$ cat src/rtl/tcdm_mem_pkg.sv
////////////////////////////////////////////////////////////////////////////
// TCDM memory package
// word, byte-enable and address types of the shared memory datapath
////////////////////////////////////////////////////////////////////////////

package tcdm_mem_pkg;

  ////////////////////////////////////////////////////////////////////////////
  // word geometry
  ////////////////////////////////////////////////////////////////////////////

  // bits per memory word
  localparam int unsigned DataWidth   = 32;
  // one enable per byte lane
  localparam int unsigned StrbWidth   = DataWidth / 8;
  // byte offset inside a word, ignored by the banks
  localparam int unsigned ByteOffBits = $clog2(StrbWidth);

  // byte address as issued by a master
  localparam int unsigned AddrWidth   = 32;

  ////////////////////////////////////////////////////////////////////////////
  // types
  ////////////////////////////////////////////////////////////////////////////

  typedef logic [DataWidth-1:0] data_t;
  typedef logic [StrbWidth-1:0] strb_t;
  typedef logic [AddrWidth-1:0] addr_t;

endpackage
$ cat src/rtl/tcdm_addr_decoder.sv
////////////////////////////////////////////////////////////////////////////
// TCDM address decoder
// splits master addresses into bank and row, builds the bank request matrix
////////////////////////////////////////////////////////////////////////////

`timescale 1ns/10ps

module tcdm_addr_decoder #(
  parameter int unsigned NumMaster = 8,
  parameter int unsigned NumBanks  = 8,
  parameter int unsigned RowBits   = 6
) (
  input  tcdm_mem_pkg::addr_t [NumMaster-1:0]                addr_i,
  input  logic                [NumMaster-1:0]                req_i,
  output logic                [NumBanks-1:0][NumMaster-1:0]  bank_req_o,
  output logic                [NumMaster-1:0][RowBits-1:0]   row_o
);

  import tcdm_mem_pkg::*;

  localparam int unsigned BankIdxW = $clog2(NumBanks);

  logic [NumMaster-1:0][BankIdxW-1:0] bank_idx;

  // word interleaving, bank index sits right above the byte offset
  always_comb begin : p_split
    for (int unsigned m = 0; m < NumMaster; m++) begin
      bank_idx[m] = addr_i[m][ByteOffBits +: BankIdxW];
      row_o[m]    = addr_i[m][ByteOffBits + BankIdxW +: RowBits];
    end
  end

  // conflict matrix, one row per bank
  always_comb begin : p_matrix
    for (int unsigned b = 0; b < NumBanks; b++) begin
      for (int unsigned m = 0; m < NumMaster; m++) begin
        bank_req_o[b][m] = req_i[m] && (bank_idx[m] == BankIdxW'(b));
      end
    end
  end

endmodule

$ cat config.mk
export PLATFORM = sky130hd
export DESIGN_NAME = tcdm_addr_decoder
export DESIGN_NICKNAME = d
export VERILOG_FILES = /design/src/rtl/tcdm_mem_pkg.sv /design/src/rtl/tcdm_addr_decoder.sv
export SDC_FILE = /design/constraint.sdc
export NUM_CORES = 1
export LEC_CHECK = 0
export BUFFER_PORTS_ARGS = -buffer_cell sky130_fd_sc_hd__buf_2
export CORE_AREA = 2 2 146 148
export DETAILED_ROUTE_END_ITERATION = 8
export DIE_AREA = 0 0 148 150
export PLACE_DENSITY_LB_ADDON = 0.1
export SLEW_MARGIN = 20
export SYNTH_ARGS = -nofsm -noshare
export SYNTH_HDL_FRONTEND = slang
export SYNTH_SLANG_ARGS = --single-unit
$ cat constraint.sdc
create_clock -name vclk -period 0.8
set_clock_uncertainty 0.15 [all_clocks]
set_input_delay 0.12 -clock vclk [all_inputs]
set_output_delay 0.12 -clock vclk [all_outputs]
set_load 0.02 [all_outputs]
==> reports/results.tsv <==
metric	value	unit
hp-start	addr_i[70]	
peakVddDrop	0.1286	mV
seq_cells	0	
synthesis.instances	112	
final_util	11.98	%
synth_area	0.001129	sq mm
crit_family	buffers and inverters	
yosys.cell_types.count	7	
yosys_warnings	0	
nClkBuffers	0	
slew_headroom	87.24	%
startpoint	addr_i[164]	
whs	90.01	ps
synth_most_common_cell	buf_4	
hold_viol	0	
synth_common_cells	buf_4, and4bb_2, and4b_2, nor4b_2, and4_2	
antenna_found_initial	0	
synth_area_leaders	buf_4, and4bb_2, and4b_2	
critPathBufInv	2	
grt_pass1_wl	5.906	mm
endpoint_kind	output pin	
grt_max_degree	9	
crit_required	530	ps
drv_slew	0	
num_rows	53	
drv_cap	0	
cp.arrival	670	ps
p_per_area	372.5	mW/mm^2
initialDrtViolationCount	13	
drt_pass1_iterations	2	
violations	setup timing	
period_minus_slack	939.8	ps
synth_top_area_share	31.93	%
gp_congestion	0.6172	
multi_input_area	847.1	sq um
vias	1152	
critPathKind	input port to output pin	
antenna_cells	0	
initial_core_util	5.455	%
gr-total-overflow	0	
drive_above_1_share	98.75	%
setup_slack	-139.8	ps
start_kind	input port	
wl_per_cell	9.074	um
grt_usage	3.009	%
area_growth	119.6	%
postCtsHoldBufs	0	
path_max_fanout	8	
fp.dieArea	0.02220	sq mm
yosysTopAreaCell	buf_4	
io_buffers	96	
slowest_stage	nor4b_4	
io_pins	376	
finalSetupViolCount	64	
fmax	1064	MHz
worst_pin_slew	190.6	ps
nNetsFinal	426	
fillers	2367	
viasPerCell	2.648	
postCtsSetupRepairBufs	0	
ant_nets	0	
power.leakage	0.9881	nW
dpl-instance-area	0.001663	sq mm
fin_area	0.002479	sq mm
ys_seq_area_share	0	%
die_w	148	um
dp_hpwl	3.064	mm
syn_nets	376	
regArea	0	sq um
crit_chain	buf_12 -> nor4b_4 -> buf_4	
hp-class	input port to output pin	
grt_pass1_vias	1119	
finalCritPeriodShare	117.5	%
core	0.02069	sq mm
cpPeakStageDelay	260	ps
rsz0062_at_grt	yes	
postSynthAreaPerCell	10.08	sq um
outcome	finished, violations left	
drc	0	
wl	3.947	mm
die_y	150	um
place_ws	-216.1	ps
final cells by class:
cell class	instances	area share, %
Multi-Input combinational cell	64	34.17
Timing Repair Buffer	96	51.94
Tap cell	275	13.88
where the power goes:
group          switching (mW)  internal (mW)
combinational           0.356          0.567
sequential                  0              0
clock                       0              0
timing repair:
action	4_1_cts	5_1_grt
pin swaps	41	30
gates resized for setup	219	28
endpoints found under the setup margin	64	64
cells by family (layout without fill, tap and decap cells):
kind of cell,after synthesis,after routing,share of synthesized area (%)
buffers and inverters,48,96,31.93
and+or+nand+nor,64,64,68.07
per-layer routing:
layer | routed length (um) | vias to the layer above | GRT usage (%)
li1 | - | 523 | -
met3 | 669 | 12 | 1.372
met1 | 1608 | 525 | 3.777
met2 | 1639 | 92 | 4.838
met5 | 0 | - | 0
met4 | 29 | 0 | 0.4286
per-stage QoR:
stage	TNS, ps	power [mW]	cells
5_1_grt	-6981	0.9784	435
2_1_floorplan	0	0.6149	112
6_report	-5897	0.9233	435
4_1_cts	-6223	0.8616	435
3_5_place_dp	-11350	0.5754	435
3_3_place_gp	-12130	0.5920	435
layout by cell type, fill, tap and decap left out:
| cell | instances |
|---|---|
| buf_6 | 57 |
| and4bb_2 | 24 |
| buf_12 | 24 |
| and4b_2 | 23 |
| nor4b_4 | 8 |
| buf_4 | 8 |
| and4_4 | 7 |
| buf_8 | 7 |
| and4_1 | 1 |
| and4b_1 | 1 |
worst paths after layout:
path | depth (start not counted) | end | slack [ps]
worst max-delay path | 3 | bank_req_o[5] | -140
worst min-delay path | 0 | row_o[13] | 90
(Power assumes the default switching activity.)
