File: src/rtl/tcdm_mem_pkg.sv
////////////////////////////////////////////////////////////////////////////
// TCDM memory package
// word, byte-enable and address types of the shared memory datapath
////////////////////////////////////////////////////////////////////////////

package tcdm_mem_pkg;

  ////////////////////////////////////////////////////////////////////////////
  // word geometry
  ////////////////////////////////////////////////////////////////////////////

  // bits per memory word
  localparam int unsigned DataWidth   = 32;
  // one enable per byte lane
  localparam int unsigned StrbWidth   = DataWidth / 8;
  // byte offset inside a word, ignored by the banks
  localparam int unsigned ByteOffBits = $clog2(StrbWidth);

  // byte address as issued by a master
  localparam int unsigned AddrWidth   = 32;

  ////////////////////////////////////////////////////////////////////////////
  // types
  ////////////////////////////////////////////////////////////////////////////

  typedef logic [DataWidth-1:0] data_t;
  typedef logic [StrbWidth-1:0] strb_t;
  typedef logic [AddrWidth-1:0] addr_t;

endpackage
File: src/rtl/tcdm_sram_bank.sv
////////////////////////////////////////////////////////////////////////////
// TCDM SRAM bank
// single-port word array with byte-enabled writes and registered reads
////////////////////////////////////////////////////////////////////////////

`timescale 1ns/10ps

module tcdm_sram_bank #(
  parameter int unsigned RowBits = 6
) (
  input  logic                clk_i,
  input  logic                cs_i,
  input  logic                we_i,
  input  logic [RowBits-1:0]  row_i,
  input  tcdm_mem_pkg::data_t wdata_i,
  input  tcdm_mem_pkg::strb_t be_i,
  output tcdm_mem_pkg::data_t rdata_o
);

  import tcdm_mem_pkg::*;

  localparam int unsigned NumWords = 2 ** RowBits;

  data_t mem_q [NumWords];

  // write port, only enabled byte lanes change
  always_ff @(posedge clk_i) begin : p_write
    if (cs_i && we_i) begin
      for (int unsigned j = 0; j < StrbWidth; j++) begin
        if (be_i[j]) begin
          mem_q[row_i][j*8 +: 8] <= wdata_i[j*8 +: 8];
        end
      end
    end
  end

  // read data holds until the next selected read
  always_ff @(posedge clk_i) begin : p_read
    if (cs_i && !we_i) begin
      rdata_o <= mem_q[row_i];
    end
  end

endmodule

File: config.mk
export PLATFORM = sky130hd
export DESIGN_NAME = tcdm_sram_bank
export DESIGN_NICKNAME = d
export VERILOG_FILES = /design/src/rtl/tcdm_mem_pkg.sv /design/src/rtl/tcdm_sram_bank.sv
export SDC_FILE = /design/constraint.sdc
export NUM_CORES = 2
export LEC_CHECK = 0
export BUFFER_PORTS_ARGS = -buffer_cell sky130_fd_sc_hd__buf_2
export CAP_MARGIN = 10
export CORE_ASPECT_RATIO = 2
export CORE_UTILIZATION = 50
export DETAILED_ROUTE_END_ITERATION = 6
export PLACE_DENSITY = 0.65
export SYNTH_ARGS = -nofsm -noshare
export SYNTH_HDL_FRONTEND = slang
export SYNTH_SLANG_ARGS = --single-unit
File: constraint.sdc
create_clock -name clk_i -period 3.3 [get_ports clk_i]
set_input_delay 0.66 -clock clk_i [delete_from_list [all_inputs] [get_ports clk_i]]
set_output_delay 0.66 -clock clk_i [all_outputs]
set_load 0.02 [all_outputs]
==> results.md <==
* Outcome: finished, violations left
* Violated checks: design-rule violations
* Synth cell types at 46
* Port Buffer Count at 76
* Post-CTS Hold Fix Bufs at 0
* Post-synthesis sequential area ratio at 78.33%
* Power density over the cells at 576.2 nW/µm²
* FP Rows at 207
* Die W at 284.4 µm
* Switching pwr at 0.01175 W
* Max transition margin at 14.80%
* Int Pwr at 0.04183 W
* Root Driver: clkbuf_16
* Syn_nets at 4679
* Slowest stage delay, CP at 0.60 ns
* Drt wl/cell at 36.32 µm
* Clock power share at 39.4%
* Worst path required time at 3.74 ns
* Setup WS post-layout at 0.3887 ns
* Worst vdd ir at 383.7 µV
* Critical path class: primary input to flop
* Placed insts at 7105
* Post-CTS Resized at 0
* Setup violators final at 0
* Flop pwr share at 54.5%
* Postcts setup bufs at 0
* Combinational share of power at 6.1%
* Area grow syn2layout at 16.61%
* Via count at 49363
* Hold Slack at 0.2663 ns
* Final Cycle Share at 88.22%
* Nets at 5242
* Ys Warns at 0
* CP max-delay cell: nor4_1
* Final Util at 58.57%
* CP endpoint kind: flop
* CP top delay family: simple AND/OR/NAND/NOR gates
* MaxCap Viol Count at 0
* Clock Path Buffers at 4
* Leakage at 30.19 nW
* Routed WL at 270400 µm
* Clk_skew at 0.05115 ns
* Clock Pin Slew Worst Setup and Hold Paths at 0.07 ns
* CP Data Arrival Time at 3.35 ns
* CTS buffer count at 177
* Tightest Pin Transition at 1.278 ns
* Worst-Skew Late Latency at 0.83 ns
* Pre-antenna DRT Iters at 7
* Core area at 158800 µm²
* Worst-path cell chain: buf_8, nand2b_1, nor2_4, buf_12, buf_12, a22oi_1, a31oi_1, nor4_1, nand4_1
* Net switching fraction of the power at 21.92%
* Initial Utilization at 50.22%
* Die area at 161200 µm²
* GRT Overall Usage at 33.33%
* Largest net degree at the start of global routing at 80
* Seq cells post-synth at 2080
* Final Hold Vio Count at 0
* Most frequent CP cell: buf_12
* Post-route ant nets at 0
* Fmax at 343.5 MHz
* Buffers plus inverters on the worst setup path at 3
* Global-route wire length before repair at 371400 µm
* Mapped Area at 79740 µm²
* Post-synth ARST share at 0%
* Share of layout cells above drive strength 1 at 21.86%
* Post-DP HPWL at 185100 µm
* Grt total ovfl at 0
* GP Congestion at 1.025
* Top Ports at 77
* Die height at 566.8 µm
* Synthesized area per cell at 17.21 µm²
* Initial antenna violation count at 31
* Finished Layout Cells at 7444
* CTS sink count at 2080
* Commonest non-fill, non-tap cell in the layout: edfxtp_1
* Tmin final at 2.911 ns
* CTS tree: built
* Slew Limit Fails at 0
* CP startpoint kind: primary input
* Crit path max fanout at 18
* # DRC at 18
* Worst reg-to-reg setup slack at 0.72 ns
* Commonest non-fill, non-tap cells in the layout: edfxtp_1, buf_4, nor2_1
* Cells after Synth at 4634
* Hold Crit Class: primary input to flop
* Iteration-0 DRC Markers at 6198
* Vias per std cell at 6.631
* RSZ-0062 raised after global routing: no
* Vias in the first global route at 48429
* Number of synthesized flops with an enable pin at 2080
* Htree depth at 4
* Setup Slack @ Placement at -0.3099 ns
* Setup TNS at 0 ns
* Top_reg_cell synth: edfxtp_1
[logic make-up (layout without fill, tap and decap cells)]
logic type,Yosys count,count (layout),synth area share [%]
buf+inv,355,1055,1.952
compound gates,1162,1162,10.76
mux,348,348,5.263
other cells,0,20,0
flops,2080,2080,78.33
simple gates,689,689,3.700
[per-stage QoR]
stage / total power (W) / instance area, µm²
6_report: 0.05358 / 92980
5_1_grt: 0.05462 / 92960
4_1_cts: 0.05358 / 92900
3_5_place_dp: 0.03296 / 87160
3_3_place_gp: 0.03293 / 87160
2_1_floorplan: 0.03115 / 79740
[metal layers]
metal	part of all wire [%]	routed length [µm]	global-route usage, %
met3	10	27040	7.381
met5	0.050	134	0.4518
met4	9.7	26100	26.36
met2	49	131900	55.16
met1	32	85200	37.09
[sequential cells by signal, indices dropped and copies added (netlist names)]
register,flops
mem_q,2048
rdata_o,32
[cells in the mapped netlist, drive strengths merged (2+ instances only)]
master      n  area share, %
or3         4          0.031
nand2b      6          0.047
nand2     122           0.57
a22o       44           0.48
mux2       90            1.3
a221oi    235            2.6
a221o      18           0.23
and3        2          0.016
a21oi     104           0.65
mux4       48            1.4
o22ai     166            1.3
nor4       28           0.22
nor2b       9          0.071
and2        4          0.031
a22oi     348            3.3
o2bb2ai     2          0.022
edfxtp   2080             78
nand4      17           0.13
nor2      402            1.9
clkbuf    184           0.87
mux2i     210            2.6
and3b       2          0.022
nor3b       3          0.028
a211oi     44           0.41
inv         2         0.0094
o211ai     15           0.14
buf       169            1.1
o221ai     34           0.37
a222oi     14           0.18
a32oi      13           0.14
nand3       6          0.038
o22a       18           0.20
or2         3          0.024
o21ai      72           0.45
nand4b     13           0.14
nor3       67           0.42
a21o       14           0.13
a31oi      18           0.14
[worst reg2reg max path: cells and delay by family, from the launching register on]
| family | cells | cell delay, ns |
|---|---|---|
| AOI/OAI and AO/OA | 2 | 0.55 |
| and+or+nand+nor | 3 | 1.16 |
| buffers and inverters | 1 | 0.26 |
| DFF | 1 | 0.37 |
[power groups by stage]
stage	logic [W]	registers, W	clock network [W]
final	0.00328	0.0292	0.0211
after global routing	0.00335	0.0292	0.0221
after CTS	0.00319	0.0292	0.0212
after detailed placement	0.00318	0.0298	0
after global placement	0.00314	0.0298	0
after floorplan	0.00138	0.0298	0
[worst paths after layout]
| kind | end | cells past startpoint | start |
|---|---|---|---|
| setup / recovery | rdata_o[24]$_DFFE_PP_ | 9 | row_i[0] |
| hold reg to reg | rdata_o[25]$_DFFE_PP_ | 3 | mem_q[63][25]$_DFFE_PP_ |
| setup reg to reg | rdata_o[17]$_DFFE_PP_ | 6 | mem_q[21][17]$_DFFE_PP_ |
| hold / removal | mem_q[6][4]$_DFFE_PP_ | 1 | wdata_i[4] |
[layout make-up]
cell class | instances | area (µm²)
fillers | 11716 | 65780
flip-flops and latches | 2080 | 62460
multi-input cells | 2199 | 15870
repair buffers | 737 | 6236
clock buffers | 207 | 4606
well taps | 2090 | 2615
clock inverters | 109 | 1131
diodes | 20 | 50.05
inverters | 2 | 12.51
No activity file was read; power rests on OpenSTA's default activity.
