==> config.mk <==
export PLATFORM = sky130hd
export DESIGN_NAME = tcdm_traffic_counters
export DESIGN_NICKNAME = d
export VERILOG_FILES = /design/src/rtl/tcdm_perf_pkg.sv /design/src/rtl/tcdm_traffic_counters.sv
export SDC_FILE = /design/constraint.sdc
export NUM_CORES = 2
export LEC_CHECK = 0
export BUFFER_PORTS_ARGS = -buffer_cell sky130_fd_sc_hd__buf_2
export CAP_MARGIN = 40
export CORE_AREA = 3 3 411 413
export CTS_CLUSTER_DIAMETER = 120
export DETAILED_ROUTE_END_ITERATION = 6
export DIE_AREA = 0 0 414 416
export GPL_ROUTABILITY_DRIVEN = 0
export PLACE_DENSITY_LB_ADDON = 0.3
export SYNTH_ARGS = -nofsm -noshare
export SYNTH_HDL_FRONTEND = slang
export SYNTH_SLANG_ARGS = --single-unit
==> constraint.sdc <==
create_clock -name clk_i -period 3 [get_ports clk_i]
set_input_delay 0.6 -clock clk_i [delete_from_list [all_inputs] [get_ports clk_i]]
set_output_delay 0.6 -clock clk_i [all_outputs]
set_load 0.01 [all_outputs]
==> src/rtl/tcdm_perf_pkg.sv <==
////////////////////////////////////////////////////////////////////////////
// TCDM traffic statistics package
////////////////////////////////////////////////////////////////////////////

package tcdm_perf_pkg;

  // counter width, counters wrap at the top
  localparam int unsigned CntWidth = 32;

  // one traffic counter
  typedef logic [CntWidth-1:0] cnt_t;

endpackage

==> src/rtl/tcdm_traffic_counters.sv <==
////////////////////////////////////////////////////////////////////////////
// TCDM traffic counters
// per-master request, grant and wait counts, per-bank access counts
////////////////////////////////////////////////////////////////////////////

`timescale 1ns/10ps

module tcdm_traffic_counters #(
  parameter int unsigned NumMaster = 8,
  parameter int unsigned NumBanks  = 8
) (
  input  logic                                  clk_i,
  input  logic                                  rst_ni,
  input  logic                                  perf_clr_i,
  input  logic                 [NumMaster-1:0]  req_i,
  input  logic                 [NumMaster-1:0]  gnt_i,
  input  logic                 [NumBanks-1:0]   bank_cs_i,
  output tcdm_perf_pkg::cnt_t  [NumMaster-1:0]  req_cnt_o,
  output tcdm_perf_pkg::cnt_t  [NumMaster-1:0]  gnt_cnt_o,
  output tcdm_perf_pkg::cnt_t  [NumMaster-1:0]  wait_cnt_o,
  output tcdm_perf_pkg::cnt_t  [NumBanks-1:0]   bank_cnt_o
);

  import tcdm_perf_pkg::*;

  localparam cnt_t CntOne = cnt_t'(1);

  logic [NumMaster-1:0] wait_evt;

  // requested but not served this cycle
  assign wait_evt = req_i & ~gnt_i;

  always_ff @(posedge clk_i or negedge rst_ni) begin : p_cnt
    if (!rst_ni) begin
      req_cnt_o  <= '0;
      gnt_cnt_o  <= '0;
      wait_cnt_o <= '0;
      bank_cnt_o <= '0;
    end else if (perf_clr_i) begin
      // events of the clear cycle are dropped
      req_cnt_o  <= '0;
      gnt_cnt_o  <= '0;
      wait_cnt_o <= '0;
      bank_cnt_o <= '0;
    end else begin
      for (int unsigned m = 0; m < NumMaster; m++) begin
        if (req_i[m]) begin
          req_cnt_o[m] <= req_cnt_o[m] + CntOne;
        end
        if (gnt_i[m]) begin
          gnt_cnt_o[m] <= gnt_cnt_o[m] + CntOne;
        end
        if (wait_evt[m]) begin
          wait_cnt_o[m] <= wait_cnt_o[m] + CntOne;
        end
      end
      // one access per selected bank
      for (int unsigned b = 0; b < NumBanks; b++) begin
        if (bank_cs_i[b]) begin
          bank_cnt_o[b] <= bank_cnt_o[b] + CntOne;
        end
      end
    end
  end

endmodule

==> results.txt <==
All-Layer GR Usage -> 20.9%
Depth of the most critical reg-to-reg path -> 6
Detailed-placement wirelength estimate -> 143,000 microns
Post-cts resize count -> 0
Nature of the critical path endpoint -> flop
Kind of path behind the tightest hold check -> input port to flop
Max-cap viol count -> 0
Number of pins with negative max-slew slack in the final report -> 0
Post-Place Worst Slack -> 277 ps
Dominant combinational cell family by area after synthesis -> simple AND/OR/NAND/NOR gates
Die width -> 414 microns
Area Overhead vs Synth -> 25.0%
Power Density -> 479 nW/um^2
Detailed-route wire length -> 186,000 microns
Die height -> 416 microns
Min Clock Period, post-route -> 2380 ps
Residual DRC count -> 0
Post-Synth XOR/XNOR Area -> 15.8%
Number of nets in the layout -> 6,418
Count of routing violations after the opening detailed-route iteration -> 3,070
Design area -> 62,800 sq um
Multi-input logic area -> 23,400 sq um
Data required time at the worst endpoint -> 3640 ps
Area share of the largest cell type after synthesis -> 51.0%
Max rail drop VDD -> 393 uV
Top-level I/O count -> 1,051
Mux share of post-synthesis cell area -> 0.640%
Seq cells post-synth -> 1,024
Root cell of the clock tree -> clkbuf_16
Worst-case setup margin in the final layout -> 623 ps
Number of enable-type register cells in the synthesized netlist -> 0
Initial antenna violation count -> 9
Area fraction in compound gates after synthesis -> 1.97%
Final total negative setup slack -> 0 ps
Critical path class -> flop to flop
Cell area after synthesis -> 50,200 sq um
Setup-failing EPs final -> 0
Arrival @ worst endpoint -> 3020 ps
Die Area -> 172,000 sq um
TritonCTS clock tree -> yes
Post-synthesis share of cell area spent on and, or, nand and nor gates -> 27.3%
Worst hold slack after final layout -> 194 ps
Worst slew pin tran -> 861 ps
Result of the run -> finished, final reports clean
Maximum number of pins on one net before global-route repair -> 122
Sequential share of the synthesized area -> 51.0%
Buffers added on ports -> 1,050
Routed wire length per instance -> 21.5 microns
Syn Inst Count -> 5,267
Dominant cell type by area after synthesis -> dfrtp_1
Placed standard-cell area -> 58,700 sq um
Setup repair after global routing missed its margin -> no
Cell Rows -> 149
Total power after layout -> 30.1 mW
Top FF cell, synth -> dfrtp_1
Final core area utilization -> 38.0%
Max frequency -> 0.421 GHz
Area contributors post-synth -> dfrtp_1 51%, xor2_1 9.1%, nor2_1 7.9%, xnor2_1 6.8%, nand4_1 4.3%
Initial Utilization -> 30.4%
Worst setup skew after layout -> 23.4 ps
Area of the core -> 165,000 sq um
Final number of hold-violating endpoints -> 0
Hold Path Depth -> 3
Number of standard cells in the final layout excluding fillers -> 8,652
Vias post-DR -> 43,500
Global-route wire length before repair -> 278,000 microns
Clk slew on worst S/H paths -> 60 ps
Highest net fanout along the worst path -> 8
Total clock buffers created by CTS -> 119
Final global-route overflow total -> 0
Leakage power -> 29.3 nW
Synthesized-area fraction occupied by adder cells -> 0.797%
DR pass1 iterations -> 5
Number of global-route vias before repair -> 41,700
Sinks on the clock net -> 1,024
Antenna violation net count after detailed routing -> 0
Detailed-route vias per instance -> 5.02
Async set-or-reset flop fraction in the synthesized netlist -> 100%
Number of placed instances, taps included -> 8,426
Number of different library cells in the post-synthesis netlist -> 50
Filler cell count in the final layout -> 16,800
H-tree level count -> 3
Count of yosys warnings during synthesis -> 0
Syn_nets -> 5,326
Share of layout cells above drive strength 1 -> 21.9%
Final worst-path cycle share -> 79.2%
Clock Tree Buf Depth -> 3
Worst slew margin relative to its limit -> 42.3%
Type of element launching the critical path -> flop
Synthesized area divided by synthesized cell count -> 9.53 sq um
FF+latch area -> 25,600 sq um
Clock latency reported for the late side of the worst-skew pair -> 730 ps
path summary, 6_finish.rpt:
kind / start / endpoint / slack, ps
max reg2reg: gnt_cnt_o[160] / gnt_cnt_o[188] / 620
min in group asynchronous: rst_ni / gnt_cnt_o[146] / 500
max in group asynchronous: rst_ni / gnt_cnt_o[76] / 1440
min reg2reg: wait_cnt_o[58] / wait_cnt_o[58] / 550
min: bank_cs_i[7] / bank_cnt_o[224] / 190
max: gnt_cnt_o[160] / gnt_cnt_o[188] / 620
worst max-delay path: stages, from the launching register on:
cell	delay [ps]
dfrtp_1	410
ha_1	210
nand3_1	100
or2_2	350
or4_1	690
or3_1	400
a21oi_1	150
metal layers:
metal	up-vias	part of all wire, %	track usage (%)
li1	20300	-	-
met1	21600	41	26.2
met2	1252	47	33.8
met3	355	6.6	5.51
met4	4	5.4	9.38
met5	-	0.012	0
final cells by class:
cell class | count | area share (%)
multi-input cells | 3921 | 37.3
flip-flops and latches | 1024 | 40.8
clock buffers | 179 | 5.65
inverters | 105 | 0.628
clock inverters | 44 | 0.742
diodes | 2 | 0.00797
repair buffers | 1188 | 10.5
well taps | 2189 | 4.36
synthesized netlist by cell type (all sizes together) (2+ instances only):
| library cell | instances |
|---|---|
| nor2 | 1054 |
| dfrtp | 1024 |
| xor2 | 520 |
| xnor2 | 388 |
| nand4 | 344 |
| nand3 | 327 |
| nand2 | 321 |
| clkbuf | 203 |
| nor3 | 157 |
| nor4 | 142 |
| and3 | 138 |
| and4 | 108 |
| inv | 104 |
| a21oi | 76 |
| or3 | 72 |
| o21ai | 63 |
| and2 | 34 |
| ha | 32 |
| mux2i | 31 |
| or4 | 17 |
| buf | 14 |
| or2 | 14 |
| o21a | 12 |
| nor2b | 10 |
| nand4b | 9 |
| a31o | 6 |
| o2111ai | 6 |
| o211ai | 6 |
| and4b | 5 |
| nor3b | 5 |
| nor4b | 5 |
| nor4bb | 3 |
| a21o | 2 |
| and3b | 2 |
| nand2b | 2 |
| nand3b | 2 |
| o31ai | 2 |
| or3b | 2 |
sequential cells by signal (all words and copies together) (netlist names):
name / count
wait_cnt_o: 256
gnt_cnt_o: 256
req_cnt_o: 256
bank_cnt_o: 256
cell families after synthesis:
kind of cell | count (synthesis)
and+or+nand+nor | 2773
DFF | 1024
xor gates and xnor gates | 908
buffers and inverters | 322
AOI/OAI and AO/OA | 176
muxes | 32
adders and majority gates | 32
cells in the final DEF, fill, tap and decap left out, types with 31 or more instances in the layout:
master | synthesis | layout
a21oi_1 | 76 | 76
dfrtp_1 | 1024 | 1024
inv_1 | 104 | 104
nor4_1 | 139 | 134
and2_1 | 33 | 33
nand2_1 | 321 | 321
nand3_1 | 327 | 327
and4_1 | 108 | 108
buf_2 | 4 | 1048
buf_4 | 0 | 115
clkbuf_16 | 0 | 122
o21ai_0 | 63 | 63
ha_1 | 32 | 32
nand4_1 | 343 | 343
xnor2_1 | 388 | 388
and3_1 | 138 | 138
nor2_1 | 1054 | 1054
nor3_1 | 157 | 156
mux2i_1 | 31 | 31
or3_1 | 72 | 72
xor2_1 | 520 | 520
where the power goes:
part           internal, mW  total (mW)  switching (mW)
Clock                  8.82        14.9            6.07
Sequential             13.9        14.0           0.122
Combinational         0.296        1.16           0.862
what timing repair did:
action,4_1_cts,5_1_grt
hold buffers,1,0
setup buffers,0,0
endpoints found under the hold margin,8,0
No activity file was read; power rests on OpenSTA's default activity.
