**src/rtl/tcdm_mem_pkg.sv**
```systemverilog
////////////////////////////////////////////////////////////////////////////
// TCDM memory package
// word, byte-enable and address types of the shared memory datapath
////////////////////////////////////////////////////////////////////////////

package tcdm_mem_pkg;

  ////////////////////////////////////////////////////////////////////////////
  // word geometry
  ////////////////////////////////////////////////////////////////////////////

  // bits per memory word
  localparam int unsigned DataWidth   = 32;
  // one enable per byte lane
  localparam int unsigned StrbWidth   = DataWidth / 8;
  // byte offset inside a word, ignored by the banks
  localparam int unsigned ByteOffBits = $clog2(StrbWidth);

  // byte address as issued by a master
  localparam int unsigned AddrWidth   = 32;

  ////////////////////////////////////////////////////////////////////////////
  // types
  ////////////////////////////////////////////////////////////////////////////

  typedef logic [DataWidth-1:0] data_t;
  typedef logic [StrbWidth-1:0] strb_t;
  typedef logic [AddrWidth-1:0] addr_t;

endpackage
```
**src/rtl/tcdm_bank_arbiter.sv**
```systemverilog
////////////////////////////////////////////////////////////////////////////
// TCDM bank arbiter
// round-robin pick among the requesters of one bank, winner drives the bank
////////////////////////////////////////////////////////////////////////////

`timescale 1ns/10ps

module tcdm_bank_arbiter #(
  parameter int unsigned NumMaster = 8,
  parameter int unsigned RowBits   = 6
) (
  input  logic                                    clk_i,
  input  logic                                    rst_ni,
  input  logic                [NumMaster-1:0]               bank_req_i,
  input  logic                [NumMaster-1:0][RowBits-1:0]  row_i,
  input  logic                [NumMaster-1:0]               we_i,
  input  tcdm_mem_pkg::data_t [NumMaster-1:0]               wdata_i,
  input  tcdm_mem_pkg::strb_t [NumMaster-1:0]               be_i,
  output logic                [NumMaster-1:0]               gnt_o,
  output logic                                    cs_o,
  output logic                                    we_o,
  output logic                [RowBits-1:0]       row_o,
  output tcdm_mem_pkg::data_t                     wdata_o,
  output tcdm_mem_pkg::strb_t                     be_o
);

  localparam int unsigned MstIdxW = $clog2(NumMaster);
  // one extra bit so pointer plus offset never overflows
  localparam int unsigned PtrSumW = MstIdxW + 1;

  logic [MstIdxW-1:0] ptr_q;
  logic [MstIdxW-1:0] ptr_d;
  logic [MstIdxW-1:0] sel_idx;
  logic               found;

  ////////////////////////////////////////////////////////////////////////////
  // winner selection
  ////////////////////////////////////////////////////////////////////////////

  // scan from the pointer upwards and wrap, first requester wins
  always_comb begin : p_pick
    logic [PtrSumW-1:0] cand;
    found   = 1'b0;
    sel_idx = ptr_q;
    gnt_o   = '0;
    for (int unsigned i = 0; i < NumMaster; i++) begin
      cand = {1'b0, ptr_q} + PtrSumW'(i);
      if (cand >= PtrSumW'(NumMaster)) begin
        cand = cand - PtrSumW'(NumMaster);
      end
      if (!found && bank_req_i[cand[MstIdxW-1:0]]) begin
        found   = 1'b1;
        sel_idx = cand[MstIdxW-1:0];
      end
    end
    if (found) begin
      gnt_o[sel_idx] = 1'b1;
    end
  end

  // next pointer is one past the winner
  always_comb begin : p_ptr_next
    if (sel_idx == MstIdxW'(NumMaster - 1)) begin
      ptr_d = '0;
    end else begin
      ptr_d = sel_idx + MstIdxW'(1);
    end
  end

  always_ff @(posedge clk_i or negedge rst_ni) begin : p_ptr
    if (!rst_ni) begin
      ptr_q <= '0;
    end else if (found) begin
      ptr_q <= ptr_d;
    end
  end

  ////////////////////////////////////////////////////////////////////////////
  // request mux onto the bank
  ////////////////////////////////////////////////////////////////////////////

  assign cs_o    = found;
  assign we_o    = we_i[sel_idx];
  assign row_o   = row_i[sel_idx];
  assign wdata_o = wdata_i[sel_idx];
  assign be_o    = be_i[sel_idx];

endmodule

```
**config.mk**
```make
export PLATFORM = sky130hd
export DESIGN_NAME = tcdm_bank_arbiter
export DESIGN_NICKNAME = d
export VERILOG_FILES = /design/src/rtl/tcdm_mem_pkg.sv /design/src/rtl/tcdm_bank_arbiter.sv
export SDC_FILE = /design/constraint.sdc
export NUM_CORES = 1
export LEC_CHECK = 0
export ABC_AREA = 1
export ABC_CLOCK_PERIOD_IN_PS = 5950
export BUFFER_PORTS_ARGS = -buffer_cell sky130_fd_sc_hd__buf_2
export CORE_AREA = 5 5 153 155
export DETAILED_ROUTE_END_ITERATION = 8
export DIE_AREA = 0 0 158 160
export SYNTH_ARGS = -nofsm -noshare
export SYNTH_HDL_FRONTEND = slang
export SYNTH_SLANG_ARGS = --single-unit
```
**constraint.sdc**
```tcl
create_clock -name clk_i -period 5.95 [get_ports clk_i]
set_input_delay 0.595 -clock clk_i [delete_from_list [all_inputs] [get_ports clk_i]]
set_output_delay 0.595 -clock clk_i [all_outputs]
set_load 0.005 [all_outputs]
```
==> reports/qor.txt, run 1 <==
clk slew on worst S/H paths - 30 ps
CTS tree - yes
max-cap check violation count - 0
Crit Path Class - reg2out
status - finished clean
final-report max-slew violation count - 0
setup TNS - 0 ps
Least-Margin Pin Slew - 1116 ps
sequential fraction of the synthesis area - 1.319%
root buf cell - clkbuf_16
Die H - 160 um
Setup Buffers After CTS - 0
worst skew pair latency - 230 ps
first-pass GRT wire length - 39.35 mm
via count - 8380
startpoint types - flop
Die Span X - 158 um
crit-path cells - inv_2, ha_1, inv_1, nand3_1, nand3_1, nand2_4, nor2_4, nand4_2, nor2_4, nand3_4, inv_4, nand2_8, nand2_8, buf_4, nand2_1, nand2_1, nand2_1, nand2_1, nand2_1, nand2_1, buf_2
hpwl dp - 19.79 mm
CP Data Arrival Time - 4700 ps
Clock Skew - 2.301 ps
HP Class - in2async
Crit Path Max Fanout - 161
CP Launch Point - ptr_q[0]
1st-pass router iterations - 5
Yosys top cell by area - nand2_1
num rows - 54
ant diodes - 0
max reg flops - 3
Final Setup Violations - 0
Final Hold Vio Count - 0
number of synthesized flops with an enable pin - 0
Synth area leaders - nand2_1, nand3_2, nand3_1
CP delay by family, top - simple AND/OR/NAND/NOR gates
Synth top area share - 53.54%
1st-iter DRT viols - 634
async set-reset flop share out of synthesis - 100.0%
fin crit period - 5297 ps
Final nets - 1866
largest net degree at the start of global routing - 173
Final Cycle Share - 89.02%
Synth cell types - 30
total CTS buffers - 3
Worst EP required - 5360 ps
H-tree depth - 1
Top Registers - ptr_q (3)
Biggest register - ptr_q
post-synthesis cell area - 5693 um2
yosys warns - 0
CP max-delay cell - dfrtp_1
remaining antenna violation count - 0
syn avg cell area - 4.816 um2
drt drc - 0
RSZ-0062 raised after global routing - false
RR Startpoint - ptr_q[0]
most common cell in the netlist - nand2_1
DR vias/cell - 4.684
global route overflow - 0
layout cell share with drive strength beyond 1 - 34.92%
ys flop type - dfrtp_1
max incr delay on CP - 670 ps
die area - 25280 um2
initial antenna violation count - 1
port bufs - 405
clock sink count - 3
GRT Overall Usage - 18.45%
Post-Route WL - 25.67 mm
Worst path most repeated cell - nand2_1
area delta synth->final - 33.30%
Fill cells - 2523
post-synthesis net count - 1538
Initial Utilization - 26.25%
synth cell count leaders - nand2_1, nand3_1, nand3_2
CP Capture Type - output pin
RD Place Congestion - 0.9463
Max Buffers Root-to-Sink - 2
number of global-route vias before repair - 7825
Gates resized, CTS repair - 0
Slew headroom - 25.35%
Max Clock Freq - 188.8 MHz
DR WL/cell - 14.35 um
synthesized instance count - 1182
post-synthesis register bit count - 3
Top Ports - 406
core footprint - 21690 um2
WP buf/inv - 5
hold_buf cts - 0
Layout Utilization - 34.99%
-- metrics by stage --
step                instance area (um2)  std cells  hold WS (ps)  setup WS, ps
finish                             7589       1789         162.6         653.3
global route                       7589       1789         167.4         323.5
detailed placement                 7510       1785         396.6          1026
global placement                   7510       1785         396.9          1068
CTS                                7589       1789         162.9         778.3
floorplan                          5693       1182         299.4          2672
-- worst register-to-register path, stage by stage (launching register included) --
cell and delay, ps:
dfrtp_1 670, inv_2 230, ha_1 430, inv_1 190, nand3_1 120, nand3_1 140, nand2_4 90, nor2_4 120
nand4_2 100, nor2_4 160, nand3_4 150, inv_4 130, nand2_8 190, nand2_8 660, nand2_1 630, o22ai_1 210
nor2_1 60
-- kinds of logic (layout without fill, tap and decap cells) --
kind of cell             after synthesis  count (layout)  share of synthesized area [%]
AND/OR/NAND/NOR                     1057            1057                          83.41
buffers and inverters                111             438                          13.69
AO/OA/AOI/OAI                          8               8                         0.8570
flip-flops                             3               3                          1.319
adder cells (fa/ha/maj)                2               2                         0.4395
XOR/XNOR                               1               1                         0.2858
-- per-layer routing --
layer	global-route usage, %	wire length (um)
met1	23.93	10470
met2	32.74	12630
met3	2.084	2027
met4	3.800	525
met5	0	13
-- placed cells by master, fill, tap and decap left out, types with 2 or more instances in the layout --
master	Yosys	routed
nand2_2	8	9
buf_4	13	4
nor3_1	3	3
buf_12	9	3
nor2_4	3	3
nand2_8	0	3
nand2_1	812	809
nand2_4	3	2
nand3_1	127	127
nand3_2	84	84
o21ai_0	3	3
ha_1	2	2
dfrtp_1	3	3
inv_1	14	14
clkbuf_16	0	3
nor2_1	13	13
buf_2	48	405
inv_2	6	6
nand4_1	2	2
-- cell type report --
| cell class | instances | area [um2] | share of cell area, % |
|---|---|---|---|
| inverters | 22 | 85.08 | 1.121 |
| clock buffers | 4 | 78.83 | 1.039 |
| well taps | 280 | 350.3 | 4.617 |
| repair buffers | 412 | 2117 | 27.90 |
| multi-input cells | 1068 | 4882 | 64.34 |
| flip-flops and latches | 3 | 75.07 | 0.9893 |
-- final timing paths --
kind,end,slack (ps),cells past startpoint
setup reg to reg,ptr_q[1],1540,16
hold reg to reg,ptr_q[2],760,2
max in group asynchronous,ptr_q[1],5670,1
min in group clk_i,ptr_q[2],760,2
hold / removal,ptr_q[0],160,1
setup / recovery,wdata_o[16],650,21
Power of run 1 is not shown: default switching activity piles up to over one toggle a cycle in this logic, so the estimate is an artifact.
==> inputs of run 2 (changes only) <==
- GPL_TIMING_DRIVEN: default -> 0
==> run 2 against run 1 <==
  * Sequential share of layout area down 0.069 points
  * Setup slack better by 950 ps
  * Non-clock buffer count up 82
==> reports/qor.txt, run 2 (same netlist as run 1, synthesis figures left out) <==
CP Capture Type - output pin (unchanged)
HP Class - in2async (unchanged)
1st-pass router iterations - 5 (unchanged)
multi-input logic area - 4838 um2 (was 4882 um2)
Max Clock Freq - 230.2 MHz (was 188.8 MHz)
CP Data Arrival Time - 3750 ps (was 4700 ps)
Layout Utilization - 37.62% (was 34.99%)
dpl ws - 1844 ps (was 1026 ps)
max reg flops - 3 (unchanged)
CP delay by family, top - simple AND/OR/NAND/NOR gates (unchanged)
Initial Utilization - 26.25% (unchanged)
Worst path most repeated cell - nand2_1 (unchanged)
core footprint - 21690 um2 (unchanged)
Biggest register - ptr_q (unchanged)
hold_buf cts - 0 (unchanged)
1st-iter DRT viols - 573 (was 634)
global route overflow - 0 (unchanged)
Top Registers - ptr_q (3) (unchanged)
Fill cells - 2571 (was 2523)
Least-Margin Pin Slew - 564.6 ps (was 1116 ps)
H-tree depth - 1 (unchanged)
port bufs - 405 (unchanged)
FF/Latch Area - 75.07 um2 (unchanged)
crit-path cells - buf_4, inv_2, ha_1, inv_1, nand3_1, nand2_1, nand2_1, nand2_1, nand3_2, nor2_4, nand2_1, nor2_1, nor2_1, nand2_1, nand2_1, nand2_1, nand2_1, nand2_1, clkbuf_1, nand2_1, nand2_1, buf_2 (was inv_2, ha_1, inv_1, nand3_1, nand3_1, nand2_4, nor2_4, nand4_2, nor2_4, nand3_4, inv_4, nand2_8, nand2_8, buf_4, nand2_1, nand2_1, nand2_1, nand2_1, nand2_1, nand2_1, buf_2)
Final nets - 1948 (was 1866)
status - finished clean (unchanged)
root buf cell - clkbuf_16 (unchanged)
final-report max-slew violation count - 0 (unchanged)
most frequent cells in the layout - nand2_1, buf_2, nand3_1, nand3_2 (was nand2_1, buf_2, nand3_1, nand3_2, inv_1)
DR vias/cell - 4.634 (was 4.684)
clk slew on worst S/H paths - 30 ps (about the same)
clock sink count - 3 (unchanged)
Worst EP required - 5360 ps (about the same)
Die H - 160 um (unchanged)
worst skew pair latency - 220 ps (was 230 ps)
Gates resized, CTS repair - 0 (unchanged)
Crit Path Class - reg2out (unchanged)
via count - 8688 (was 8380)
hpwl dp - 27.39 mm (was 19.79 mm)
Slew headroom - 61.96% (was 25.35%)
Final Setup Violations - 0 (unchanged)
max incr delay on CP - 460 ps (was 670 ps)
WP buf/inv - 5 (unchanged)
setup TNS - 0 ps (unchanged)
initial antenna violation count - 4 (was 1)
RSZ-0062 raised after global routing - false (unchanged)
Final Cycle Share - 72.99% (was 89.02%)
startpoint types - flop (unchanged)
CTS tree - yes (unchanged)
drt drc - 0 (unchanged)
fin crit period - 4343 ps (was 5297 ps)
Setup Buffers After CTS - 0 (unchanged)
CP max-delay cell - clkbuf_1 (was dfrtp_1)
Post-Route WL - 32.20 mm (was 25.67 mm)
DR WL/cell - 17.17 um (was 14.35 um)
commonest non-fill, non-tap cell in the layout - nand2_1 (unchanged)
area delta synth->final - 43.32% (was 33.30%)
largest net degree at the start of global routing - 11 (was 173)
Final Worst Setup Slack - 1607 ps (was 653.3 ps)
number of global-route vias before repair - 8445 (was 7825)
Final Hold Vio Count - 0 (unchanged)
Crit Path Max Fanout - 10 (was 161)
Clock Skew - 1.333 ps (was 2.301 ps)
num rows - 54 (unchanged)
max-cap check violation count - 0 (unchanged)
first-pass GRT wire length - 47.42 mm (was 39.35 mm)
GRT Overall Usage - 23.67% (was 18.45%)
total CTS buffers - 3 (unchanged)
die area - 25280 um2 (unchanged)
RD Place Congestion - 0.9224 (was 0.9463)
Max Buffers Root-to-Sink - 2 (unchanged)
remaining antenna violation count - 0 (unchanged)
Top Ports - 406 (unchanged)
Die Span X - 158 um (unchanged)
layout cell share with drive strength beyond 1 - 37.77% (was 34.92%)
-- run 2: final timing paths --
kind	startpoint	slack (ps)	endpoint	depth (start not counted)
setup reg to reg	ptr_q[1]	2650	ptr_q[1]	18
hold / removal	rst_ni	160	ptr_q[0]	1
min in group clk_i	ptr_q[2]	680	ptr_q[2]	3
hold reg to reg	ptr_q[2]	680	ptr_q[2]	3
setup / recovery	ptr_q[1]	1610	wdata_o[27]	22
max in group asynchronous	rst_ni	5680	ptr_q[2]	1
-- run 2: worst reg2reg max path: cells and delay by family (launching register included) --
kind,cells,cell delay (ps)
adders and majority gates,1,340
DFF,1,390
AOI/OAI and AO/OA,1,110
and+or+nand+nor,10,1140
buffers and inverters,6,1240
-- run 2: area by class of cell --
cell class	instances	area share (%)
diodes	4	0.1227
plain buffers	89	8.511
clock buffers	4	0.9661
inverters	22	1.043
multi-input cells	1068	59.30
flip-flops and latches	3	0.9201
well taps	280	4.294
repair buffers	405	24.84
-- run 2: layer usage --
layer,up-vias,routed length [um],part of all wire [%],track usage [%]
li1,4497,-,-,-
met5,-,0,0,0
met1,3801,13360,41,30.48
met3,32,2264,7.0,3.166
met2,358,16100,50,42.41
met4,0,478,1.5,3.877
-- run 2: stage by stage --
stage | instances | instance area [um2] | hold slack (ps)
3_5_place_dp | 1867 | 8070 | 394.9
3_3_place_gp | 1867 | 8070 | 392.7
5_1_grt | 1875 | 8159 | 165.1
6_report | 1875 | 8159 | 161.1
2_1_floorplan | 1182 | 5693 | 299.4
4_1_cts | 1871 | 8149 | 162.6
Power of run 2 is left out for the same reason.
